**config.mk**
```make
export PLATFORM = sky130hd
export DESIGN_NAME = ep6_writer
export DESIGN_NICKNAME = d
export VERILOG_FILES = /design/src/logic/fx2_macros.svh /design/src/logic/fx2_pkg.sv /design/src/logic/ep6_writer.sv
export SDC_FILE = /design/constraint.sdc
export NUM_CORES = 1
export LEC_CHECK = 0
export ABC_CLOCK_PERIOD_IN_PS = 1050
export BUFFER_PORTS_ARGS = -buffer_cell sky130_fd_sc_hd__buf_2
export CORE_AREA = 5 5 42 44
export CTS_CLUSTER_SIZE = 30
export DETAILED_ROUTE_END_ITERATION = 7
export DIE_AREA = 0 0 47 49
export SLEW_MARGIN = 10
export SYNTH_ARGS = -nofsm -noshare
export SYNTH_HDL_FRONTEND = slang
export SYNTH_SLANG_ARGS = --single-unit
```
**constraint.sdc**
```tcl
create_clock -name IFCLK -period 1.05 [get_ports IFCLK]
set_input_delay 0.0525 -clock IFCLK [delete_from_list [all_inputs] [get_ports IFCLK]]
set_output_delay 0.0525 -clock IFCLK [all_outputs]
set_load 0.05 [all_outputs]
```
**src/logic/fx2_macros.svh**
```systemverilog
`ifndef FX2_MACROS_SVH
`define FX2_MACROS_SVH

// FIFO_ADR codes for the two endpoints used here
`define FX2_EP2_ADR 2'b00 // OUT endpoint, host to fpga
`define FX2_EP6_ADR 2'b10 // IN endpoint, fpga to host

// loopback storage, keep a power of two so the pointers wrap for free
`define FX2_BUF_DEPTH 16

// upper LED nibble is unused, held lit
`define FX2_LED_FILL 4'b1111

`endif

```
**src/logic/fx2_pkg.sv**
```systemverilog
package fx2_pkg;

	// one word on the FX2 16-bit slave FIFO bus
	typedef logic [15:0] fx2_word_t;

	// endpoint select driven onto FIFO_ADR
	typedef logic [1:0] fifo_adr_t;

	// bus ownership states of the port arbiter
	typedef enum logic [1:0]
	{
		ARB_IDLE,   // choosing the next endpoint
		ARB_SETTLE, // FIFO_ADR just changed, give it a cycle
		ARB_READ,   // EP2 reader owns the bus
		ARB_WRITE   // EP6 writer owns the bus
	} arb_state_t;

	// grants from the arbiter, at most one bit high
	typedef struct packed
	{
		logic rd_grant; // to ep2_reader
		logic wr_grant; // to ep6_writer
	} port_grant_t;

endpackage

```
**src/logic/ep6_writer.sv**
```systemverilog
`timescale 1ns/1ps

module ep6_writer
	import fx2_pkg::*;
(
	input  logic IFCLK,
	input  logic rst_n,
	input  logic wr_grant,
	input  logic FLAGC,       // EP6 has room
	input  logic pattern_sel,
	input  logic buf_empty,
	output logic SLWR,        // active low write strobe
	output logic drive_en,    // fpga owns FX2_FD
	output logic PKEND,       // active low packet end
	output logic pop,
	output logic wr_busy
);

	typedef enum logic [1:0]
	{
		WR_IDLE,
		WR_BURST,  // bus driven, SLWR low whenever a word can go
		WR_COMMIT  // PKEND pulse for a short loopback packet
	} wr_state_t;

	wr_state_t state;
	logic avail; // something to send
	logic wr_go;

	assign avail = pattern_sel || !buf_empty; // counter never runs dry

	// FLAGC is looked at in the cycle itself so a full EP6 never
	// takes a word, no word is popped and none goes missing
	assign wr_go = (state == WR_BURST) && FLAGC && avail;

	assign SLWR = !wr_go;
	assign pop = wr_go;
	assign drive_en = (state == WR_BURST);
	assign PKEND = (state != WR_COMMIT);
	assign wr_busy = (state != WR_IDLE);

	always_ff @(posedge IFCLK or negedge rst_n)
	begin
		if (!rst_n)
			state <= WR_IDLE;
		else
		begin
			case (state)
				WR_IDLE:
				begin
					if (wr_grant)
						state <= WR_BURST; // start driving the bus
				end
				WR_BURST:
				begin
					if (!wr_go)
					begin
						// buffer ran dry in loopback, flush the short packet
						if (!pattern_sel && buf_empty)
							state <= WR_COMMIT;
						else
							state <= WR_IDLE; // EP6 full, try again later
					end
				end
				WR_COMMIT: state <= WR_IDLE;
				default: state <= WR_IDLE;
			endcase
		end
	end

	// driving FX2_FD outside the EP6 grant would clash with the FX2 read data
	a_drive_granted: assert property (@(posedge IFCLK) disable iff (!rst_n)
		drive_en |-> wr_grant);

endmodule

```
======== Yosys cells after proc, flatten, opt, wreduce, memory -nomap -nowiden ========
Index checks and enable logic that the tools add are counted.
operators by class
  eq/ne operators ......................... 4
  multiplexer cells ....................... 4
  reductions and logical operators ........ 10
operators by type and width
  kind                number
  $mux 2              3
  $ne 2x2->1 const B  3
  $pmux 2 s2          1
  $logic_and 1x1->1   3
  $logic_not 1->1     3
  $eq 2x1->1 const B  1
  $logic_not 2->1     1
  $reduce_and 2->1    1
  $reduce_bool 2->1   1
  $logic_or 1x1->1    1
storage, ports and cells
  register bits after elaboration ......... 2

======== Depth between registers and ports, before layout ========
  depth after elaboration ................. 5
  mapped depth ............................ 3

======== Least setup slack after synthesis ========
No wires, ideal clock.
  path kind ............................... flip-flop to output port
  start ................................... reg state[1]
  end ..................................... out SLWR
  path slack .............................. -0.241 ns
  stages on the path, launching flop included .. 4
  required time ........................... 0.998 ns
  data arrival time ....................... 1.239 ns
  cells stage by stage .................... dfrtp_1 > nor2b_4 > and3_4 > inv_2
on the way
  longest elaborated chain between the ends .. 4
ends and longest elaborated chain
  item                             RTL line          source
  start, declared                  ep6_writer.sv:26  wr_state_t state;
  start signal, assigned           ep6_writer.sv:45  state <= WR_IDLE;
  start signal, assigned           ep6_writer.sv:52  state <= WR_BURST;
  start signal, assigned           ep6_writer.sv:60  state <= WR_COMMIT;
  $eq 2x1->1                       --
  net drive_en                     ep6_writer.sv:13  output logic drive_en,
  $logic_and 1x1->1 (2 in series)  ep6_writer.sv:34  assign wr_go = (state == WR_BURST) && FLAGC && avail;
  net pop                          ep6_writer.sv:15  output logic pop,
  $logic_not 1->1                  --
  end, declared                    ep6_writer.sv:12  output logic SLWR,
The timed path passes the listed nets, and every way through them passes these cells.

======== Worst setup path after layout ========
  start ................................... reg state[1]
  end ..................................... out SLWR
on the way
  longest elaborated chain between the ends .. 4
ends and longest elaborated chain
  item                             RTL line
  $eq 2x1->1                       ep6_writer.sv:34
  $logic_and 1x1->1 (2 in series)  ep6_writer.sv:34
  $logic_not 1->1                  --
Every way passes these cells.

==> metrics.cfg <==
[layout]
largest_register_ffs=2
final_cells=46
drive_gt1_share_pct=80.00
nFillCells=158
multi_input_area_um2=73.82
seqCellArea_um2=51.30
post-route-util_pct=21.43
reg_top3=state x2
top_register=state
antenna_cells=0
nNetsFinal=38
syn_to_final_growth_pct=142.4

[synth]
yosysSeqAreaShare_pct=40.40
syn_inst=12
synth_ff_type=dfrtp_1
synth_top_cell_area_share_pct=40.40
netlist_area_um2=123.9
ys_top_cells_by_area=dfrtp_1 (40%), nor2b_4 (11%), nand2b_1 (10%)
synth_edf_count=0
synth-seq-cells=2
synthTopCellsByCount=dfrtp_1 (2), nand2b_1 (2)
synthArstFlopShare_pct=100.0
synth.distinct_cells=10
synth_top_area_cell=dfrtp_1
synth_nets=18
avgSynthCellArea_um2=10.32
yosys_warnings=0

[timing]
rsz0062_at_grt=yes
setup_viol=4
slew_violations=0
finClkSkew_ps=1.600
finalCritPeriodShare_pct=114.8
setup_tns_ps=-439.8
setup_slack_ps=-155.8
hold_viol_final=0
worst_pin_slew_ps=174.2
relSlewSlack_pct=88.36
max_freq_mhz=829.3
min_period_ps=1206

[grt]
grt_first_pass_wirelength_um=552
use_met3_pct=2.583
grt.busiest_layer=met4
antenna_found_initial=0
grt_pass1_vias=148
met1_usage_pct=3.744
grt_max_degree=5
grt_usage_pct=3.876
overflow=0
grtUsageMet2_pct=4.299

[drt]
antenna_left=0
vias_per_cell=3.283
first_pass_iters=2
drc=0
avgRoutedWirePerCell_um=8.348
drt-initial-drc-count=1
routed_wl_um=384
via_count=151

[worst_hold_path]
hold_class=in -> reg

[clock_network]
htreeDepth=1
clock-sinks=2
cts_made_buffers=3
clock_latency_ps=220
clk_pin_slew_ps=30
cts_tree=yes
root_buffer=clkbuf_4
cts_buffer_depth=2

[placement]
detailed_place_hpwl_um=270.9
io_buffers=10
place.gp.congestion=0.6303
place_ws_ps=-22.61
dp_cells=40

[setup_path]
worstPathArrival_ps=1150
crit_fanout=4
end_kind=output pin
cp_cell_sequence=nor2b_4 -> and3_4 -> inv_8 -> buf_6
cp.buffers_inverters=2
cpMaxStageDelayCell=dfrtp_2
critPathLaunchType=flop
cp.required_ps=1000
critPathTopFamily=flip-flops
worst-setup-path-type=reg -> out
max_stage_delay_ps=420

[floorplan]
initial_utilization_pct=8.839
die_area_mm2=0.002303
core_area_mm2=0.001401
io_pins=11
rows=14
dieWidth_um=47
die_h_um=49

[pwr]
vdd_drop_max_uv=265.5
p_per_area_mw_per_mm2=1723
p_leak_nw=0.1427

[run_status]
violations=setup timing
status=finished with violations

[run]
maxCapViolations=0

cell type report:
class	count	area share [%]
Timing Repair Buffer	15	40.42
Multi-Input combinational cell	9	24.58
Sequential cell	2	17.08
Clock buffer	3	7.500
Tap cell	16	6.667
Inverter	1	3.750
where the power goes:
part	internal, W	switching [W]
logic	0.000120	0.000133
clock network	0.000126	0.0000410
registers	0.0000873	0.00000947
routing by layer:
| metal | vias up | routed length, µm |
|---|---|---|
| met5 | - | 0 |
| met4 | 0 | 0 |
| met3 | 0 | 64 |
| met2 | 9 | 177 |
| met1 | 67 | 142 |
| li1 | 75 | - |
kinds of logic after synthesis:
kind of cell / share of synthesized area (%)
flip-flops: 40.41
AND/OR/NAND/NOR: 52.52
buffers and inverters: 3.027
AO/OA/AOI/OAI: 4.037
worst reg2reg max path, cell delays in order, from the launching register on:
cell and delay (ps):
dfrtp_1 390, buf_4 140, buf_4 120, nand2b_1 140
a21oi_2 130
worst paths after layout:
path,cells after the start,endpoint,slack [ps],startpoint
min in group asynchronous,2,state[0],150,rst_n
worst min register to register,2,state[0],580,state[1]
worst max-delay path,4,SLWR,-160,state[1]
max in group asynchronous,2,state[1],790,rst_n
worst max register to register,4,state[0],50,state[0]
worst min-delay path,3,state[0],100,wr_grant
stage by stage:
stage | power (W) | area [µm²] | hold slack (ps)
final | 0.0005175 | 300.3 | 99.45
after global routing | 0.0005460 | 300.3 | 95.85
after CTS | 0.0004855 | 267.8 | 83.88
after detailed placement | 0.0002848 | 216.5 | -155.4
after global placement | 0.0002827 | 216.5 | -162.5
after floorplan | 0.0002348 | 131.4 | -243.1
placed cells by master (no fill, tap or decap):
| cell | count |
|---|---|
| buf_8 | 1 |
| dlygate4sd3_1 | 1 |
| nand2b_2 | 1 |
| nand2b_1 | 2 |
| nor3b_1 | 1 |
| buf_6 | 3 |
| buf_2 | 5 |
| inv_8 | 1 |
| dfrtp_2 | 1 |
| and3_4 | 1 |
| dfrtp_1 | 1 |
| or2_2 | 1 |
| a21oi_2 | 1 |
| nor2b_4 | 1 |
| clkbuf_4 | 3 |
| nand3_1 | 1 |
| buf_4 | 5 |
what timing repair did:
| item | 4_1_cts | 5_1_grt |
|---|---|---|
| buffers inserted | 0 | 2 |
| pin swaps | 1 | 1 |
| hold buffers | 1 | 0 |
| hold endpoints to repair | 2 | 0 |
| endpoints found under the setup margin | 4 | 5 |
| resized for setup | 6 | 8 |
(Power assumes the default switching activity.)
