## src/logic/fx2_macros.svh

```systemverilog
`ifndef FX2_MACROS_SVH
`define FX2_MACROS_SVH

// FIFO_ADR codes for the two endpoints used here
`define FX2_EP2_ADR 2'b00 // OUT endpoint, host to fpga
`define FX2_EP6_ADR 2'b10 // IN endpoint, fpga to host

// loopback storage, keep a power of two so the pointers wrap for free
`define FX2_BUF_DEPTH 16

// upper LED nibble is unused, held lit
`define FX2_LED_FILL 4'b1111

`endif

```

## src/logic/fx2_pkg.sv

```systemverilog
package fx2_pkg;

	// one word on the FX2 16-bit slave FIFO bus
	typedef logic [15:0] fx2_word_t;

	// endpoint select driven onto FIFO_ADR
	typedef logic [1:0] fifo_adr_t;

	// bus ownership states of the port arbiter
	typedef enum logic [1:0]
	{
		ARB_IDLE,   // choosing the next endpoint
		ARB_SETTLE, // FIFO_ADR just changed, give it a cycle
		ARB_READ,   // EP2 reader owns the bus
		ARB_WRITE   // EP6 writer owns the bus
	} arb_state_t;

	// grants from the arbiter, at most one bit high
	typedef struct packed
	{
		logic rd_grant; // to ep2_reader
		logic wr_grant; // to ep6_writer
	} port_grant_t;

endpackage

```

## src/logic/loop_buffer.sv

```systemverilog
`timescale 1ns/1ps
`include "fx2_macros.svh"

module loop_buffer
	import fx2_pkg::*;
(
	input  logic      IFCLK,
	input  logic      rst_n,
	input  logic      pattern_sel, // 1 = counter, 0 = loopback
	input  logic      push,
	input  logic      pop,
	input  fx2_word_t push_data,
	output fx2_word_t out_data,
	output logic      buf_empty,
	output logic      buf_full
);

	localparam int AW = $clog2(`FX2_BUF_DEPTH);

	fx2_word_t mem [`FX2_BUF_DEPTH];
	logic [AW:0] wr_ptr; // extra msb tells full from empty
	logic [AW:0] rd_ptr;
	fx2_word_t pat_cnt;   // counter pattern source

	assign buf_empty = (wr_ptr == rd_ptr);
	assign buf_full = (wr_ptr[AW] != rd_ptr[AW]) && (wr_ptr[AW-1:0] == rd_ptr[AW-1:0]);

	// head of the fifo is read without a register, the writer pops
	// in the same cycle it puts the word on the bus
	assign out_data = pattern_sel ? pat_cnt : mem[rd_ptr[AW-1:0]];

	always_ff @(posedge IFCLK)
	begin
		if (push)
			mem[wr_ptr[AW-1:0]] <= push_data;
	end

	always_ff @(posedge IFCLK or negedge rst_n)
	begin
		if (!rst_n)
		begin
			wr_ptr <= '0;
			rd_ptr <= '0;
			pat_cnt <= '0;
		end
		else
		begin
			if (push)
				wr_ptr <= wr_ptr + 1'b1;
			if (pop)
			begin
				if (pattern_sel)
					pat_cnt <= pat_cnt + 16'd1; // wraps at 2^16
				else
					rd_ptr <= rd_ptr + 1'b1;
			end
		end
	end

	// reader gates push on buf_full, an overrun means that gating broke
	a_no_overflow: assert property (@(posedge IFCLK) disable iff (!rst_n)
		push |-> !buf_full);

	// writer gates pop on data being there
	a_no_underflow: assert property (@(posedge IFCLK) disable iff (!rst_n)
		(pop && !pattern_sel) |-> !buf_empty);

endmodule

```

## config.mk

```make
export PLATFORM = sky130hd
export DESIGN_NAME = loop_buffer
export DESIGN_NICKNAME = d
export VERILOG_FILES = /design/src/logic/fx2_pkg.sv /design/src/logic/loop_buffer.sv
export VERILOG_INCLUDE_DIRS = /design/src /design/src/logic
export SDC_FILE = /design/constraint.sdc
export NUM_CORES = 1
export LEC_CHECK = 0
export BUFFER_PORTS_ARGS = -buffer_cell sky130_fd_sc_hd__buf_2
export CORE_MARGIN = 2
export CORE_UTILIZATION = 55
export CTS_BUF_LIST = sky130_fd_sc_hd__clkbuf_8
export CTS_CLUSTER_SIZE = 25
export DETAILED_ROUTE_END_ITERATION = 8
export PLACE_DENSITY = 0.78
export SYNTH_ARGS = -nofsm -noshare
export SYNTH_HDL_FRONTEND = slang
export SYNTH_SLANG_ARGS = --single-unit
export TNS_END_PERCENT = 100
```

## constraint.sdc

```tcl
create_clock -name IFCLK -period 2.3 [get_ports IFCLK]
set_clock_uncertainty 0.15 [all_clocks]
set_input_delay 0.345 -clock IFCLK [delete_from_list [all_inputs] [get_ports IFCLK]]
set_output_delay 0.345 -clock IFCLK [all_outputs]
set_load 0.02 [all_outputs]
```

-- Word-level counts from Yosys, hierarchy flattened
Memory sizes are Yosys's and may differ from the RTL's.
Index checks and enable logic that the tools add are counted.
- bits in registers: 26
- bits in latches: 0
- memory bits (writable): 256
- ROM bits: 0
- bits of input ports: 21
- word-level logic and storage cells: 17
- memories kept: 1
- memory list (memory ; words ; bits a word ; rd ports ; clocked after Yosys merged registers in ; write ports ; line ; source):
    mem ; 16 ; 16 ; 1 ; 0 ; 1 ; loop_buffer.sv:20 ; fx2_word_t mem [`FX2_BUF_DEPTH];
- add/subtract/negate cells: 3
- $mul: 0
- divide/modulo/power cells: 0
- $lt $le $gt $ge: 0
- equality and inequality tests: 3
- shift operators: 0
- muxes and demuxes: 3
- bitwise logic cells: 1
- reduce and logical (&&, ||, !) cells: 3
- operators with widths (cell ; number):
    $add A16 B1 Y16 const B ; 1
    $mux W16 ; 1
    $add A5 B1 Y5 const B ; 2
    $eq A5 B5 Y1 ; 1
    $eq A4 B4 Y1 ; 1
    $reduce_and A2 Y1 ; 2
    $mux W1 ; 2
    $logic_and A1 B1 Y1 ; 1
    $ne A1 B1 Y1 ; 1
    $not A1 Y1 ; 1

-- Longest topological paths before layout
- word-level depth: 2
- gate-level depth with buffers: 7
- gate-level depth less buffers: 5

-- Worst setup path after synthesis
OpenSTA, ideal clock, no wires.
- kind: input port to flip-flop
- start point: input port push
- end point: memory mem[3][0] (netlist bit), enable pin
- setup time: 0.409 ns
- arrival time: 1.886 ns
- data required time: 1.741 ns
- path slack: -0.145 ns
- stages on the path: 3
- path buffers: 1
- cell sequence: clkbuf_1 nand2_1 nor3_1
- word-level cells in the longest chain between the ends: 2
- RTL lines (item ; line ; source):
    from (decl) ; loop_buffer.sv:10 ; input logic push,
    $mux W1 ; loop_buffer.sv:34 ; if (push)
    $mux W1 (not written as such) ; loop_buffer.sv:35 ; mem[wr_ptr[AW-1:0]] <= push_data;
    to (decl) ; loop_buffer.sv:20 ;
Every way passes these cells.

-- Final worst setup path
- start point: register rd_ptr[0]
- end point: output port out_data[13]
- word-level cells in the longest chain between the ends: 2
- RTL lines (item ; line ; source):
    from (decl) ; loop_buffer.sv:22 ; logic [AW:0] rd_ptr;
    from (signal assigned) ; loop_buffer.sv:55 ; rd_ptr <= rd_ptr + 1'b1;
    $mem_v2 Z16 W16 ; -- ;
    $mux W16 ; loop_buffer.sv:30 ; assign out_data = pattern_sel ? pat_cnt : mem[rd_ptr[AW-1:0]];
    to (decl) ; loop_buffer.sv:13 ; output fx2_word_t out_data,
Every way passes these cells.

==> flow_summary.toml <==
[outcome]
result_of_the_run = "finished with violations"
failed_checks = "setup timing"

[yosys]
number_of_enable_flip_flop_cells_after_synthesis = 256
syn_avg_cell_area_um2 = 19.5
ys.flop_type = "edfxtp_1"
synth.cells.most_frequent = "edfxtp_1 (256), mux4_2 (49), mux2i_1 (31)"
syn_nets = 594
post_synth_inst_count = 567
total_number_of_yosys_warnings = 0
synth_area_leader_cell = "edfxtp_1"
synth.cell_area_um2 = 11100
post-synth-top-count-cell = "edfxtp_1"
seq_area_frac_synth = 0.753
synth.area.top_cells = "edfxtp_1 (69%), mux4_2 (10%), dfrtp_1 (5.9%), mux2i_1 (2.8%), xnor2_1 (1.7%)"
synth_seq_cells = 282
post-synth-top-area-fraction = 0.694
async_reset_ff_frac = 0.0922
ys_types = 31

[finish]
post_layout_nonfiller_instances = 997
final_core_utilization = 0.689
fill_cell_total_of_the_finished_layout = 1137
finalNetCount = 725
drive_gt1_frac = 0.389
area_overhead_of_the_layout_relative_to_synthesis_pct = 21.8
inserted_diodes = 0

[route]
avgViaCountPerCell = 6.08
total_via_count_in_the_routed_design = 6064
drc = 0
drt_first_iter_violations = 670
detail_route.wirelength_um = 25500
route.detailed.wl_per_inst_um = 25.6
drt_first_pass_iters = 7
drtAntennaViolNets = 0

[sta]
timing.hold.ws_ns = 0.0254
finalCritPeriodShare = 1.26
max_freq_ghz = 0.346
setup_slack_ns = -0.592
tightest_slew_ns = 0.627
relSlewSlack = 0.582
final-max-slew-violation-count = 0
setup_repair_after_global_routing_missed_its_margin = "yes"
final-hold-violation-count = 0
final_period_demand_of_the_worst_path_ns = 2.89
setup-violations-final = 18

[pwr]
ir_drop_v = 0.000455
power_switching_share = 0.321
power.share.clock = 0.232
p_sw_mw = 5.21
power_density_nw_per_um2 = 1200
seq_power_share = 0.407
internal_power_mw = 11.0
power.leakage_nw = 4.65
combinational_cell_fraction_of_total_power = 0.361
power_mw = 16.3

[placement]
place.detailed.hpwl_um = 15200
pre_cts_ws_ns = -0.143
post-place-cells = 901
port_buffers = 38
final_replace_weighted_congestion = 0.832

[clock_tree]
clockRootBuffer = "clkbuf_8"
cts.htree.levels = 2
cts.path.max_buffers = 3
tritoncts = "done"
cts_made_buffers = 43
numClockSinks = 282
worstSkewPairLatency_ns = 0.54
cts.reportedPaths.clkPinSlew_ns = 0.07

[critical_path]
worst_path_dominant_cell_family = "multiplexers"
worst_r2r_endpoint = "mem[3][10]"
worst-setup-path-type = "flop to primary output"
arrival_ns = 2.40
required_ns = 1.80
worstSetupStartpointType = "flop"
slowest_library_cell_on_the_worst_path = "mux4_2"
critical_path.reg2reg.startpoint = "wr_ptr[0]"
worst-r2r-setup-slack_ns = 0.38
worst_path_most_repeated_cell = "buf_12"
setup.worst_path.end_class = "primary output"
crit_path_cell_trace = "buf_12 -> buf_12 -> mux4_2 -> a211oi_2 -> a21oi_2 -> buf_6"
timing.critical_path.slowest_cell_delay_ns = 0.53
r2r.worst_path.cells = 4
worstPathMaxFanout = 7
cp_num_buf_inv = 3

[worst_hold_path]
hold_depth = 1
holdPathEnd = "mem[9][8]"
hp-class = "input port to flop"
min-delay-start = "push_data[8]"

[global_route]
global_route_wire_length_before_repair_um = 37200
grt_overflow_total = 0
vias_in_the_first_global_route = 6198
gr_util_all_layers = 0.237
grt_antenna_before_repair = 0
grt_max_degree = 27

[floorplanning]
core_region_area_um2 = 19600
io_pins = 39
die_y_um = 146
die_outline_area_um2 = 21300
initial_utilization = 0.565
core.rowCount = 51
die_x_um = 146

[run]
max-cap-violations = 0
-- cells by family after synthesis --
kind of cell	Yosys count	synth area share
AO/OA/AOI/OAI	64	0.0383
flip-flops	282	0.753
adder cells (fa/ha/maj)	6	0.00678
buffers and inverters	32	0.0160
XOR/XNOR	28	0.0221
multiplexers	82	0.130
AND/OR/NAND/NOR	73	0.0344
-- worst reg2reg max path, cell delays in order, from the launching register on --
cell and delay, ns:
dfrtp_1 0.50, ha_1 0.20, nand2_1 0.19, nor3_2 0.16, buf_4 0.36
-- final cells by class --
type                            instances  area, um^2  share of cell area
Sequential cell                       282        8340               0.618
Multi-Input combinational cell        253        2930               0.217
Timing Repair Buffer                  115        1100              0.0814
Clock buffer                           44         606              0.0449
Tap cell                              265         332              0.0246
Clock inverter                         35         171              0.0127
Inverter                                3        11.3            0.000835
-- metal layers --
metal,part of all wire,GRT usage,vias to the layer above
met2,0.50,0.385,347
li1,-,-,2561
met3,0.093,0.0561,55
met5,0,0,-
met4,0.027,0.0936,0
met1,0.38,0.315,3101
-- power by group through the flow --
stage	combinational (mW)	clock (mW)	sequential [mW]
final	5.87	3.77	6.62
after global routing	6.16	4.03	6.67
after CTS	5.18	3.79	6.59
after detailed placement	4.52	0	6.71
after global placement	4.41	0	6.67
after floorplan	3.04	0	6.48
-- flip-flops by register name (all words and copies together) (netlist names) --
| name | count |
|---|---|
| rd_ptr | 5 |
| mem | 256 |
| pat_cnt | 16 |
| wr_ptr | 5 |
-- worst max path at each step --
stage                               to  cells past startpoint  slack [ns]  startpoint
after floorplan             mem[15][0]                      3        0.15   wr_ptr[2]
final                     out_data[13]                      6       -0.59   rd_ptr[0]
after global routing      out_data[13]                      6       -0.65   rd_ptr[0]
after CTS                 out_data[14]                      6       -0.60   rd_ptr[0]
after global placement     out_data[4]                      5       -0.11   rd_ptr[0]
after detailed placement   out_data[4]                      5       -0.14   rd_ptr[0]
-- layout by cell type (no fill, tap or decap), types with 12 or more instances in the layout --
master | netlist | routed
buf_6 | 3 | 12
edfxtp_1 | 256 | 256
nor2b_1 | 19 | 17
inv_1 | 3 | 15
clkinv_1 | 0 | 16
dfrtp_1 | 26 | 23
nand2_1 | 12 | 12
buf_12 | 0 | 12
mux2i_1 | 31 | 19
a22oi_2 | 0 | 14
buf_4 | 7 | 58
buf_2 | 7 | 22
a211oi_2 | 0 | 14
xnor2_1 | 22 | 21
clkbuf_8 | 0 | 44
mux4_2 | 49 | 49
-- per-stage QoR --
step	area [um^2]	TNS, ns
after global routing	13500	-9.56
after detailed placement	12000	-1.16
after floorplan	11100	0
final	13500	-8.27
after global placement	12000	-0.781
after CTS	13100	-8.74
-- repair_timing --
item	4_1_cts	5_1_grt
resized for setup	56	61
pin swaps	24	26
hold buffers	6	0
endpoints found under the setup margin	18	18
cloned	1	3
buffers inserted	9	1
hold endpoints to repair	57	0
Power figures use the tool's default switching activity.
