File: config.mk
export PLATFORM = sky130hd
export DESIGN_NAME = fifo_port_arbiter
export DESIGN_NICKNAME = d
export VERILOG_FILES = /design/src/logic/fx2_pkg.sv /design/src/logic/fifo_port_arbiter.sv
export VERILOG_INCLUDE_DIRS = /design/src /design/src/logic
export SDC_FILE = /design/constraint.sdc
export NUM_CORES = 1
export LEC_CHECK = 0
export BUFFER_PORTS_ARGS = -buffer_cell sky130_fd_sc_hd__buf_2
export CAP_MARGIN = 30
export CORE_AREA = 3 3 40 42
export DETAILED_ROUTE_END_ITERATION = 8
export DIE_AREA = 0 0 43 45
export PLACE_DENSITY = 0.54
export SLEW_MARGIN = 20
export SYNTH_ARGS = -nofsm -noshare
export SYNTH_HDL_FRONTEND = slang
export SYNTH_SLANG_ARGS = --single-unit
File: constraint.sdc
create_clock -name IFCLK -period 1.4 [get_ports IFCLK]
set_input_delay 0 -clock IFCLK [delete_from_list [all_inputs] [get_ports IFCLK]]
set_output_delay 0 -clock IFCLK [all_outputs]
set_load 0.005 [all_outputs]
File: src/logic/fx2_macros.svh
`ifndef FX2_MACROS_SVH
`define FX2_MACROS_SVH

// FIFO_ADR codes for the two endpoints used here
`define FX2_EP2_ADR 2'b00 // OUT endpoint, host to fpga
`define FX2_EP6_ADR 2'b10 // IN endpoint, fpga to host

// loopback storage, keep a power of two so the pointers wrap for free
`define FX2_BUF_DEPTH 16

// upper LED nibble is unused, held lit
`define FX2_LED_FILL 4'b1111

`endif

File: src/logic/fx2_pkg.sv
package fx2_pkg;

	// one word on the FX2 16-bit slave FIFO bus
	typedef logic [15:0] fx2_word_t;

	// endpoint select driven onto FIFO_ADR
	typedef logic [1:0] fifo_adr_t;

	// bus ownership states of the port arbiter
	typedef enum logic [1:0]
	{
		ARB_IDLE,   // choosing the next endpoint
		ARB_SETTLE, // FIFO_ADR just changed, give it a cycle
		ARB_READ,   // EP2 reader owns the bus
		ARB_WRITE   // EP6 writer owns the bus
	} arb_state_t;

	// grants from the arbiter, at most one bit high
	typedef struct packed
	{
		logic rd_grant; // to ep2_reader
		logic wr_grant; // to ep6_writer
	} port_grant_t;

endpackage

File: src/logic/fifo_port_arbiter.sv
`timescale 1ns/1ps
`include "fx2_macros.svh"

module fifo_port_arbiter
	import fx2_pkg::*;
(
	input  logic        IFCLK,
	input  logic        rst_n,
	input  logic        FLAGA,       // EP2 has data
	input  logic        FLAGC,       // EP6 has room
	input  logic        pattern_sel,
	input  logic        buf_empty,
	input  logic        buf_full,
	input  logic        rd_busy,
	input  logic        wr_busy,
	output port_grant_t grant,
	output fifo_adr_t   FIFO_ADR
);

	arb_state_t state;
	logic pend_rd; // port waiting behind the settle cycle, 1 = reader
	logic hold;    // first grant cycle, owner has not raised busy yet
	logic want_rd;
	logic want_wr;

	// read only makes sense in loopback and with space to put words
	assign want_rd = FLAGA && !pattern_sel && !buf_full;
	assign want_wr = FLAGC && (pattern_sel || !buf_empty);

	// grant drops in the same cycle the owner's busy falls,
	// so an idle owner never sees a stale grant and restarts
	assign grant.rd_grant = (state == ARB_READ) && (hold || rd_busy);
	assign grant.wr_grant = (state == ARB_WRITE) && (hold || wr_busy);

	always_ff @(posedge IFCLK or negedge rst_n)
	begin
		if (!rst_n)
		begin
			state <= ARB_IDLE;
			FIFO_ADR <= `FX2_EP2_ADR;
			pend_rd <= 1'b0;
			hold <= 1'b0;
		end
		else
		begin
			case (state)
				ARB_IDLE:
				begin
					hold <= 1'b1; // armed for whichever grant comes next
					if (want_rd) // read wins a tie
					begin
						pend_rd <= 1'b1;
						if (FIFO_ADR != `FX2_EP2_ADR)
						begin
							FIFO_ADR <= `FX2_EP2_ADR;
							state <= ARB_SETTLE;
						end
						else
							state <= ARB_READ;
					end
					else if (want_wr)
					begin
						pend_rd <= 1'b0;
						if (FIFO_ADR != `FX2_EP6_ADR)
						begin
							FIFO_ADR <= `FX2_EP6_ADR;
							state <= ARB_SETTLE;
						end
						else
							state <= ARB_WRITE;
					end
				end
				// one IFCLK for the address to settle, needed at 48 MHz
				ARB_SETTLE: state <= pend_rd ? ARB_READ : ARB_WRITE;
				ARB_READ:
				begin
					hold <= 1'b0;
					if (!hold && !rd_busy) // reader finished its run
						state <= ARB_IDLE;
				end
				ARB_WRITE:
				begin
					hold <= 1'b0;
					if (!hold && !wr_busy)
						state <= ARB_IDLE;
				end
				default: state <= ARB_IDLE;
			endcase
		end
	end

	// a grant while the other port is still busy would put both on FX2_FD
	a_grant_exclusive: assert property (@(posedge IFCLK) disable iff (!rst_n)
		!(grant.rd_grant && wr_busy) && !(grant.wr_grant && rd_busy));

	// a fresh grant must always see a settled address
	a_grant_settled: assert property (@(posedge IFCLK) disable iff (!rst_n)
		$rose(grant.rd_grant || grant.wr_grant) |-> $stable(FIFO_ADR));

endmodule

==> After elaboration in Yosys (flattened, before gate mapping) <==
Index checks and enable logic that the tools add are counted.
{ "word_totals": {"reg_bits": 6, "in_bits": 9, "output_inout_bits": 4, "elab_cells": 52} }
{ "op_classes": {"n_eq_ne": 8, "n_mux": 15, "reduce_logical": 25} }
{ "ops": {"columns": ["operator", "n"], "rows": [
  ["2-bit two-way mux", 10],
  ["2-bit case mux with 4 select lines", 1],
  ["2-bit nonzero test", 4],
  ["1-bit logical AND", 7],
  ["1-bit logical NOT", 6],
  ["2-bit by 1-bit != test with 1-bit output (second input constant)", 3],
  ["2-bit equality test (second input constant)", 2],
  ["4-bit AND reduction", 1],
  ["1-bit logical OR", 3],
  ["1-bit two-way mux", 3],
  ["3-bit != test (second input constant)", 1],
  ["3-bit AND reduction", 1],
  ["2-bit by 1-bit equality test with 1-bit output (second input constant)", 1],
  ["2-bit logical NOT", 1],
  ["2-bit != test (second input constant)", 1],
  ["1-bit case mux with 2 select lines", 1],
  ["2-bit AND reduction", 1],
  ["2-bit OR reduction", 1]
]} }

==> Longest topological paths before layout <==
Gate-level depths: netlist of the first run.
{ "logic_depth": {"word_depth": 6, "depth_mapped": 5, "depth_no_buf": 4} }

==> Worst setup path after synthesis of the first run <==
OpenSTA, ideal clock, no wires.
{ "synth_timing": {"kind": "register to register", "startpoint": "register state[1]", "endpoint": "register FIFO_ADR[1]", "setup_time_ns": 0.127, "arrival_ns": 0.853, "required_ns": 1.273, "setup_slack_ns": 0.420, "stages_incl_launch_ff": 3, "path_buffers": 1, "synth_period_minus_slack_ns": 0.980, "path_cell_list": "dfrtp_1 -> buf_2 -> o32a_2"} }
{ "synth_via": {"elab_chain_cells": 2} }
{ "synth_lines": {"columns": ["element", "line", "source"], "rows": [
  ["start: declaration", "fifo_port_arbiter.sv:20", "arb_state_t state;"],
  ["start signal: assignment", "fifo_port_arbiter.sv:74", "ARB_SETTLE: state <= pend_rd ? ARB_READ : ARB_WRITE;"],
  ["2-bit logical NOT", "fifo_port_arbiter.sv:46", "case (state)"],
  ["4-bit AND reduction (no line)", null, null],
  ["end signal: assignment", "fifo_port_arbiter.sv:40", "FIFO_ADR <= `FX2_EP2_ADR;"],
  ["end signal: assignment", "fifo_port_arbiter.sv:55", "FIFO_ADR <= `FX2_EP2_ADR;"],
  ["end signal: assignment", "fifo_port_arbiter.sv:66", "FIFO_ADR <= `FX2_EP6_ADR;"],
  ["end: declaration", "fifo_port_arbiter.sv:17", "output fifo_adr_t FIFO_ADR"]
]} }
No other way between the ends.
A chain may end at the register's enable or synchronous reset.

==> summary.json, run 1 <==
{
  "outcome": {
    "run_status": "finished clean"
  },
  "routing": {
    "antenna_violating_nets_post_route": 0,
    "routedWlPerCell_um": 9.02,
    "vias": 259,
    "route.detailed.drc": 0,
    "firstDrtPassIters": 1,
    "dr.first_iter.drc_count": 0,
    "routed_wire_length_um": 550,
    "via_density": 4.25
  },
  "global_routing": {
    "number_of_global_route_vias_before_repair": 242,
    "pin_count_of_the_biggest_net_entering_global_routing": 10,
    "grt_overflow": 0,
    "grt_first_pass_wirelength_um": 883,
    "grt_usage_pct": 6.68,
    "grt_antenna_before_repair": 0
  },
  "layout": {
    "finalCoreUtilization_pct": 30.2,
    "layout-drive-gt1-share_pct": 41.3,
    "finish.net_count": 56,
    "stdcell_area_sq_um": 388,
    "antenna_cells": 0,
    "layout.filler_cells": 140,
    "layout-area-overhead-vs-synth_pct": 31.4
  },
  "synthesis": {
    "synth_top_area_cell": "dfrtp_1",
    "ys_top_cells_by_area": "dfrtp_1, o21ai_0, nor2_1",
    "ys_warn_count": 0,
    "ys_seq_elements": 5,
    "netlist.area_leader.share_pct": 42.4,
    "synthesis.area_per_instance_sq_um": 8.95,
    "synthesis.instances": 33,
    "synthesis.nets": 42,
    "synth_edf_count": 0,
    "synth_top_cells_by_count": "dfrtp_1, nor2_1, inv_1, o21ai_0",
    "synth.lib_cells_used.distinct": 20,
    "ys_seq_area_share_pct": 42.4,
    "post_synth_instance_area_sq_um": 295,
    "dominantRegCellSynth": "dfrtp_1",
    "post-synth-top-count-cell": "dfrtp_1",
    "ys_async_sr_fraction_pct": 100
  },
  "worst_setup_path": {
    "timing.critical_path.to_type": "output port",
    "cp_slowest_cell": "dfrtp_1",
    "worst_ep_required_time_ns": 1.40,
    "crit_type": "register to output port",
    "setup.worst_path.start_class": "register",
    "cpLargestDelayFamily": "flip-flops",
    "path_buf_inv": 1,
    "worstPathCellList": "o21ai_0 -> nor2_1 -> buf_2",
    "crit_path_max_incr_delay_ns": 0.48,
    "crit_path_max_fanout": 9,
    "cp.arrival_ns": 1.13
  },
  "timing": {
    "layout_min_cycle_time_ns": 1.13,
    "timing_hold_violations_final": 0,
    "post-route-period-util_pct": 80.6,
    "hold_slack_ns": 0.0376,
    "finalSetupViolCount": 0,
    "fin_tns_setup_ns": 0,
    "rsz0062_at_grt": "no",
    "slew_viol_final": 0,
    "skew_ns": 0.000143,
    "max_clock_freq_mhz": 886
  },
  "clock_network": {
    "cts-root-to-sink-buffers": 2,
    "numClockSinks": 5,
    "clk_transition_reported_paths_ns": 0.04,
    "h_tree_level_count": 1,
    "cts_tree": "done",
    "worst_skew_late_latency_ns": 0.23,
    "cts_buffers": 3,
    "cts.repair.resized": 0,
    "ctsRootBufferMaster": "clkbuf_4"
  },
  "floorplanning": {
    "die_height_um": 45,
    "initial_core_util_pct": 23.0,
    "fp.dieW_um": 43,
    "std_cell_rows": 13,
    "ioPinCount": 13,
    "floorplan.core_area_sq_um": 1280,
    "die-area_sq_um": 1940
  },
  "place": {
    "place_area_sq_um": 352,
    "hpwl_um": 440,
    "globalplace.congestion": 0.708,
    "io_buffer_count": 11
  },
  "flow_run": {
    "max_capacitance_violation_total": 0
  },
  "pwr": {
    "worst_ir_drop_vdd_v": 0.000638,
    "power.density_cell_area_nw_per_um2": 1770,
    "power.leakage_nw": 0.179
  },
  "worst_hold_path": {
    "holdCritPathClass": "input pin to register"
  }
}
-- worst min-delay path, stage by stage --
cell	delay [ns]
buf_2	0.09
o31ai_1	0.07
o21ai_0	0.07
-- final cells by class --
| cell class | count | area, sq um | area share, % |
|---|---|---|---|
| inverters | 3 | 11.3 | 2.90 |
| flip-flops and latches | 5 | 125 | 32.3 |
| multi-input cells | 22 | 141 | 36.5 |
| clock buffers | 4 | 26.3 | 6.77 |
| well taps | 15 | 18.8 | 4.84 |
| repair buffers | 12 | 65.1 | 16.8 |
-- placed cells by master, fill, tap and decap left out, drive strengths merged --
cell,n
buf,11
dfrtp,5
nor2,5
clkbuf,4
o21ai,3
inv,3
nand2,3
o31ai,2
a211oi,1
o32ai,1
a21oi,1
a21o,1
o211ai,1
o32a,1
xor2,1
nand2b,1
conb,1
dlygate4sd3,1
-- kinds of logic (layout without fill, tap and decap cells) --
| logic type | Yosys count | in the layout | synth area share, % |
|---|---|---|---|
| other | 1 | 1 | 1.27 |
| buffers and inverters | 6 | 19 | 9.75 |
| and+or+nand+nor | 9 | 9 | 14.0 |
| AOI/OAI and AO/OA | 11 | 11 | 29.7 |
| DFF | 5 | 5 | 42.4 |
| xor gates and xnor gates | 1 | 1 | 2.97 |
-- stage by stage --
| step | power, mW | instances | setup slack, ns |
|---|---|---|---|
| finish | 0.687 | 61 | 0.272 |
| global route | 0.765 | 61 | 0.180 |
| CTS | 0.697 | 61 | 0.271 |
| detailed placement | 0.525 | 56 | 0.318 |
| global placement | 0.532 | 56 | 0.308 |
| floorplan | 0.462 | 33 | 0.420 |
-- state kept, by name (all words and copies together) (netlist names) --
name	cells
state	2
hold	1
pend_rd	1
FIFO_ADR	1
-- path summary, 6_finish.rpt --
kind,from,depth (start not counted),end,slack [ns]
max,state[1]$_DFFE_PN0P_,3,grant[1],0.27
min,wr_busy,3,state[1]$_DFFE_PN0P_,0.04
max reg2reg,state[0]$_DFFE_PN0P_,3,state[1]$_DFFE_PN0P_,0.33
min reg2reg,pend_rd$_DFFE_PN0P_,2,pend_rd$_DFFE_PN0P_,0.53
max in group asynchronous,rst_n,2,state[0]$_DFFE_PN0P_,1.17
min in group asynchronous,rst_n,2,FIFO_ADR[1]$_DFFE_PN0P_,0.10
-- metal layers --
| metal | up-vias | wire length [um] | global-route usage, % |
|---|---|---|---|
| met3 | 0 | 18 | 2.39 |
| met1 | 117 | 222 | 5.84 |
| met5 | - | 0 | 0 |
| met4 | 0 | 0 | 7.23 |
| met2 | 5 | 309 | 11.4 |
| li1 | 137 | - | - |
-- repair_timing --
action / CTS / global route
endpoints found under the hold margin: 5 / 0
hold buffers: 1 / 0
setup buffers: 0 / 0
-- power by group --
group / internal (mW) / leakage (nW) / switching (mW)
Sequential: 0.207 / 0.0593 / 0.0908
Combinational: 0.119 / 0.104 / 0.110
Clock: 0.107 / 0.0150 / 0.0526
Note: power is estimated with default switching activity, not from simulation.
==> inputs of run 2 (changes only) <==
Settings changed: PLACE_DENSITY 0.54 to 0.55.
Clock period 1.4 ns to 1 ns, I/O delays scaled along.
==> summary.json, run 2 (same netlist as run 1, synthesis figures left out) <==
{
  "outcome": {
    "run_status": "finished with violations",
    "violations": "setup timing"
  },
  "worst_setup_path": {
    "worst_ep_required_time_ns": 1.00,
    "cpLargestDelayFamily": "flip-flops",
    "crit_type": "register to output port",
    "startpoint": "hold$_DFFE_PN0P_",
    "setup.worst_path.start_class": "register",
    "cp_common_cell": "nor2_1",
    "worstPathCellList": "nor2_1 -> nor2_1 -> buf_2",
    "crit_path_max_fanout": 4,
    "regToRegStartpoint": "state[1]$_DFFE_PN0P_",
    "cp.arrival_ns": 1.02,
    "worst_setup_path_endpoint": "grant[0]",
    "timing.critical_path.to_type": "output port",
    "reg2reg_depth": 3,
    "worst-path-stages": 3,
    "cp_slowest_cell": "dfrtp_1",
    "rr_endpoint": "state[0]$_DFFE_PN0P_",
    "crit_path_max_incr_delay_ns": 0.41,
    "worst-r2r-setup-slack_ns": -0.01,
    "path_buf_inv": 1
  },
  "floorplanning": {
    "fp.dieW_um": 43,
    "initial_core_util_pct": 23.0,
    "std_cell_rows": 13,
    "floorplan.core_area_sq_um": 1280,
    "die_height_um": 45,
    "ioPinCount": 13,
    "die-area_sq_um": 1940
  },
  "global_routing": {
    "grt_usage_pct": 7.47,
    "number_of_global_route_vias_before_repair": 267,
    "grt_overflow": 0,
    "grt_first_pass_wirelength_um": 979,
    "pin_count_of_the_biggest_net_entering_global_routing": 10,
    "grt_antenna_before_repair": 0
  },
  "routing": {
    "via_density": 4.38,
    "routed_wire_length_um": 723,
    "firstDrtPassIters": 3,
    "vias": 285,
    "routedWlPerCell_um": 11.1,
    "dr.first_iter.drc_count": 2,
    "antenna_violating_nets_post_route": 0,
    "route.detailed.drc": 0
  },
  "clock_network": {
    "ctsRootBufferMaster": "clkbuf_4",
    "h_tree_level_count": 1,
    "cts_tree": "done",
    "cts-root-to-sink-buffers": 2,
    "clk_transition_reported_paths_ns": 0.06,
    "numClockSinks": 5,
    "cts_buffers": 3,
    "worst_skew_late_latency_ns": 0.26
  },
  "pwr": {
    "worst_ir_drop_vdd_v": 0.000915,
    "power.leakage_nw": 0.199,
    "power.density_cell_area_nw_per_um2": 2640,
    "finalPower_mw": 1.14
  },
  "timing": {
    "skew_ns": 0.00980,
    "post-route-period-util_pct": 102,
    "layout_min_cycle_time_ns": 1.02,
    "timing_hold_violations_final": 0,
    "hold_slack_ns": 0.0794,
    "rsz0062_at_grt": "yes",
    "slew_viol_final": 0,
    "max_clock_freq_mhz": 985,
    "layout_setup_ws_ns": -0.0153,
    "finalSetupViolCount": 2
  },
  "layout": {
    "layout-drive-gt1-share_pct": 54.0,
    "final_cell_mix": "buf_2, nor2_1",
    "mostFrequentLayoutCell": "buf_2",
    "largest_reg_flops": 2,
    "antenna_cells": 0,
    "finish.net_count": 60,
    "layout-area-overhead-vs-synth_pct": 46.2,
    "regMostFlops": "state",
    "layout.filler_cells": 136
  },
  "place": {
    "hpwl_um": 470,
    "globalplace.congestion": 0.721,
    "io_buffer_count": 11
  },
  "flow_run": {
    "max_capacitance_violation_total": 0
  },
  "worst_hold_path": {
    "holdCritPathClass": "input pin to async pin"
  }
}
run 2: cell types whose count changed in the layout (fill, tap and decap cells not counted), sizes merged:
cell | previous run | this run
dlygate4sd3 | 1 | 2
clkbuf | 4 | 3
clkinv | 0 | 1
buf | 11 | 14
run 2: per-layer routing:
layer,wire length [um],global-route usage (%),part of all wire [%]
met5,0,0,0
met2,378,12.9,52
met4,13,7.23,1.8
met3,27,3.59,3.7
met1,303,6.16,42
run 2: worst min-delay path by stage:
stage          cells past startpoint   from                      end
3_3_place_gp                       1  rst_n  FIFO_ADR[1]$_DFFE_PN0P_
6_report                           2  rst_n     state[0]$_DFFE_PN0P_
3_5_place_dp                       1  rst_n  FIFO_ADR[1]$_DFFE_PN0P_
4_1_cts                            2  rst_n  FIFO_ADR[1]$_DFFE_PN0P_
2_1_floorplan                      0  rst_n  FIFO_ADR[1]$_DFFE_PN0P_
5_1_grt                            2  rst_n     state[0]$_DFFE_PN0P_
run 2: power breakdown:
group          leakage (nW)  internal [mW]  switching (mW)
Combinational         0.124          0.252           0.208
Clock                0.0177          0.146           0.111
Sequential           0.0572          0.298           0.126
run 2: what timing repair did:
item | 4_1_cts | 5_1_grt
setup buffers | 0 | 2
endpoints found under the setup margin | 4 | 6
gates cloned | 0 | 0
gates resized for setup | 4 | 4
pin swaps | 0 | 1
hold endpoints to repair | 6 | 0
hold buffers | 2 | 0
run 2: cell type report:
cell class	count	area, sq um	share of cell area (%)
sequential	5	128	29.6
tap	15	18.8	4.35
inverter	3	11.3	2.61
timing repair buffer	16	97.6	22.6
multi-input combinational	22	149	34.5
clock buffer	3	22.5	5.22
clock inverter	1	5.00	1.16
run 2: worst register-to-register path: cells and delay by family, from the launching register on:
family,cells,cell delay [ns]
compound gates,2,0.27
buf+inv,1,0.16
flops,1,0.45
run 2: through the flow:
step / setup TNS (ns) / cells / setup WS (ns) / instance area [sq um] / util [%]
after floorplan: 0 / 33 / 0.0203 / 295 / -
after global placement: -0.0473 / 57 / -0.0473 / 359 / 27.9
after detailed placement: -0.0528 / 57 / -0.0528 / 359 / 27.9
after CTS: -0.00861 / 63 / -0.00858 / 413 / 32.1
after global routing: -0.204 / 65 / -0.0675 / 432 / 33.6
final: -0.0263 / 65 / -0.0153 / 432 / 33.6
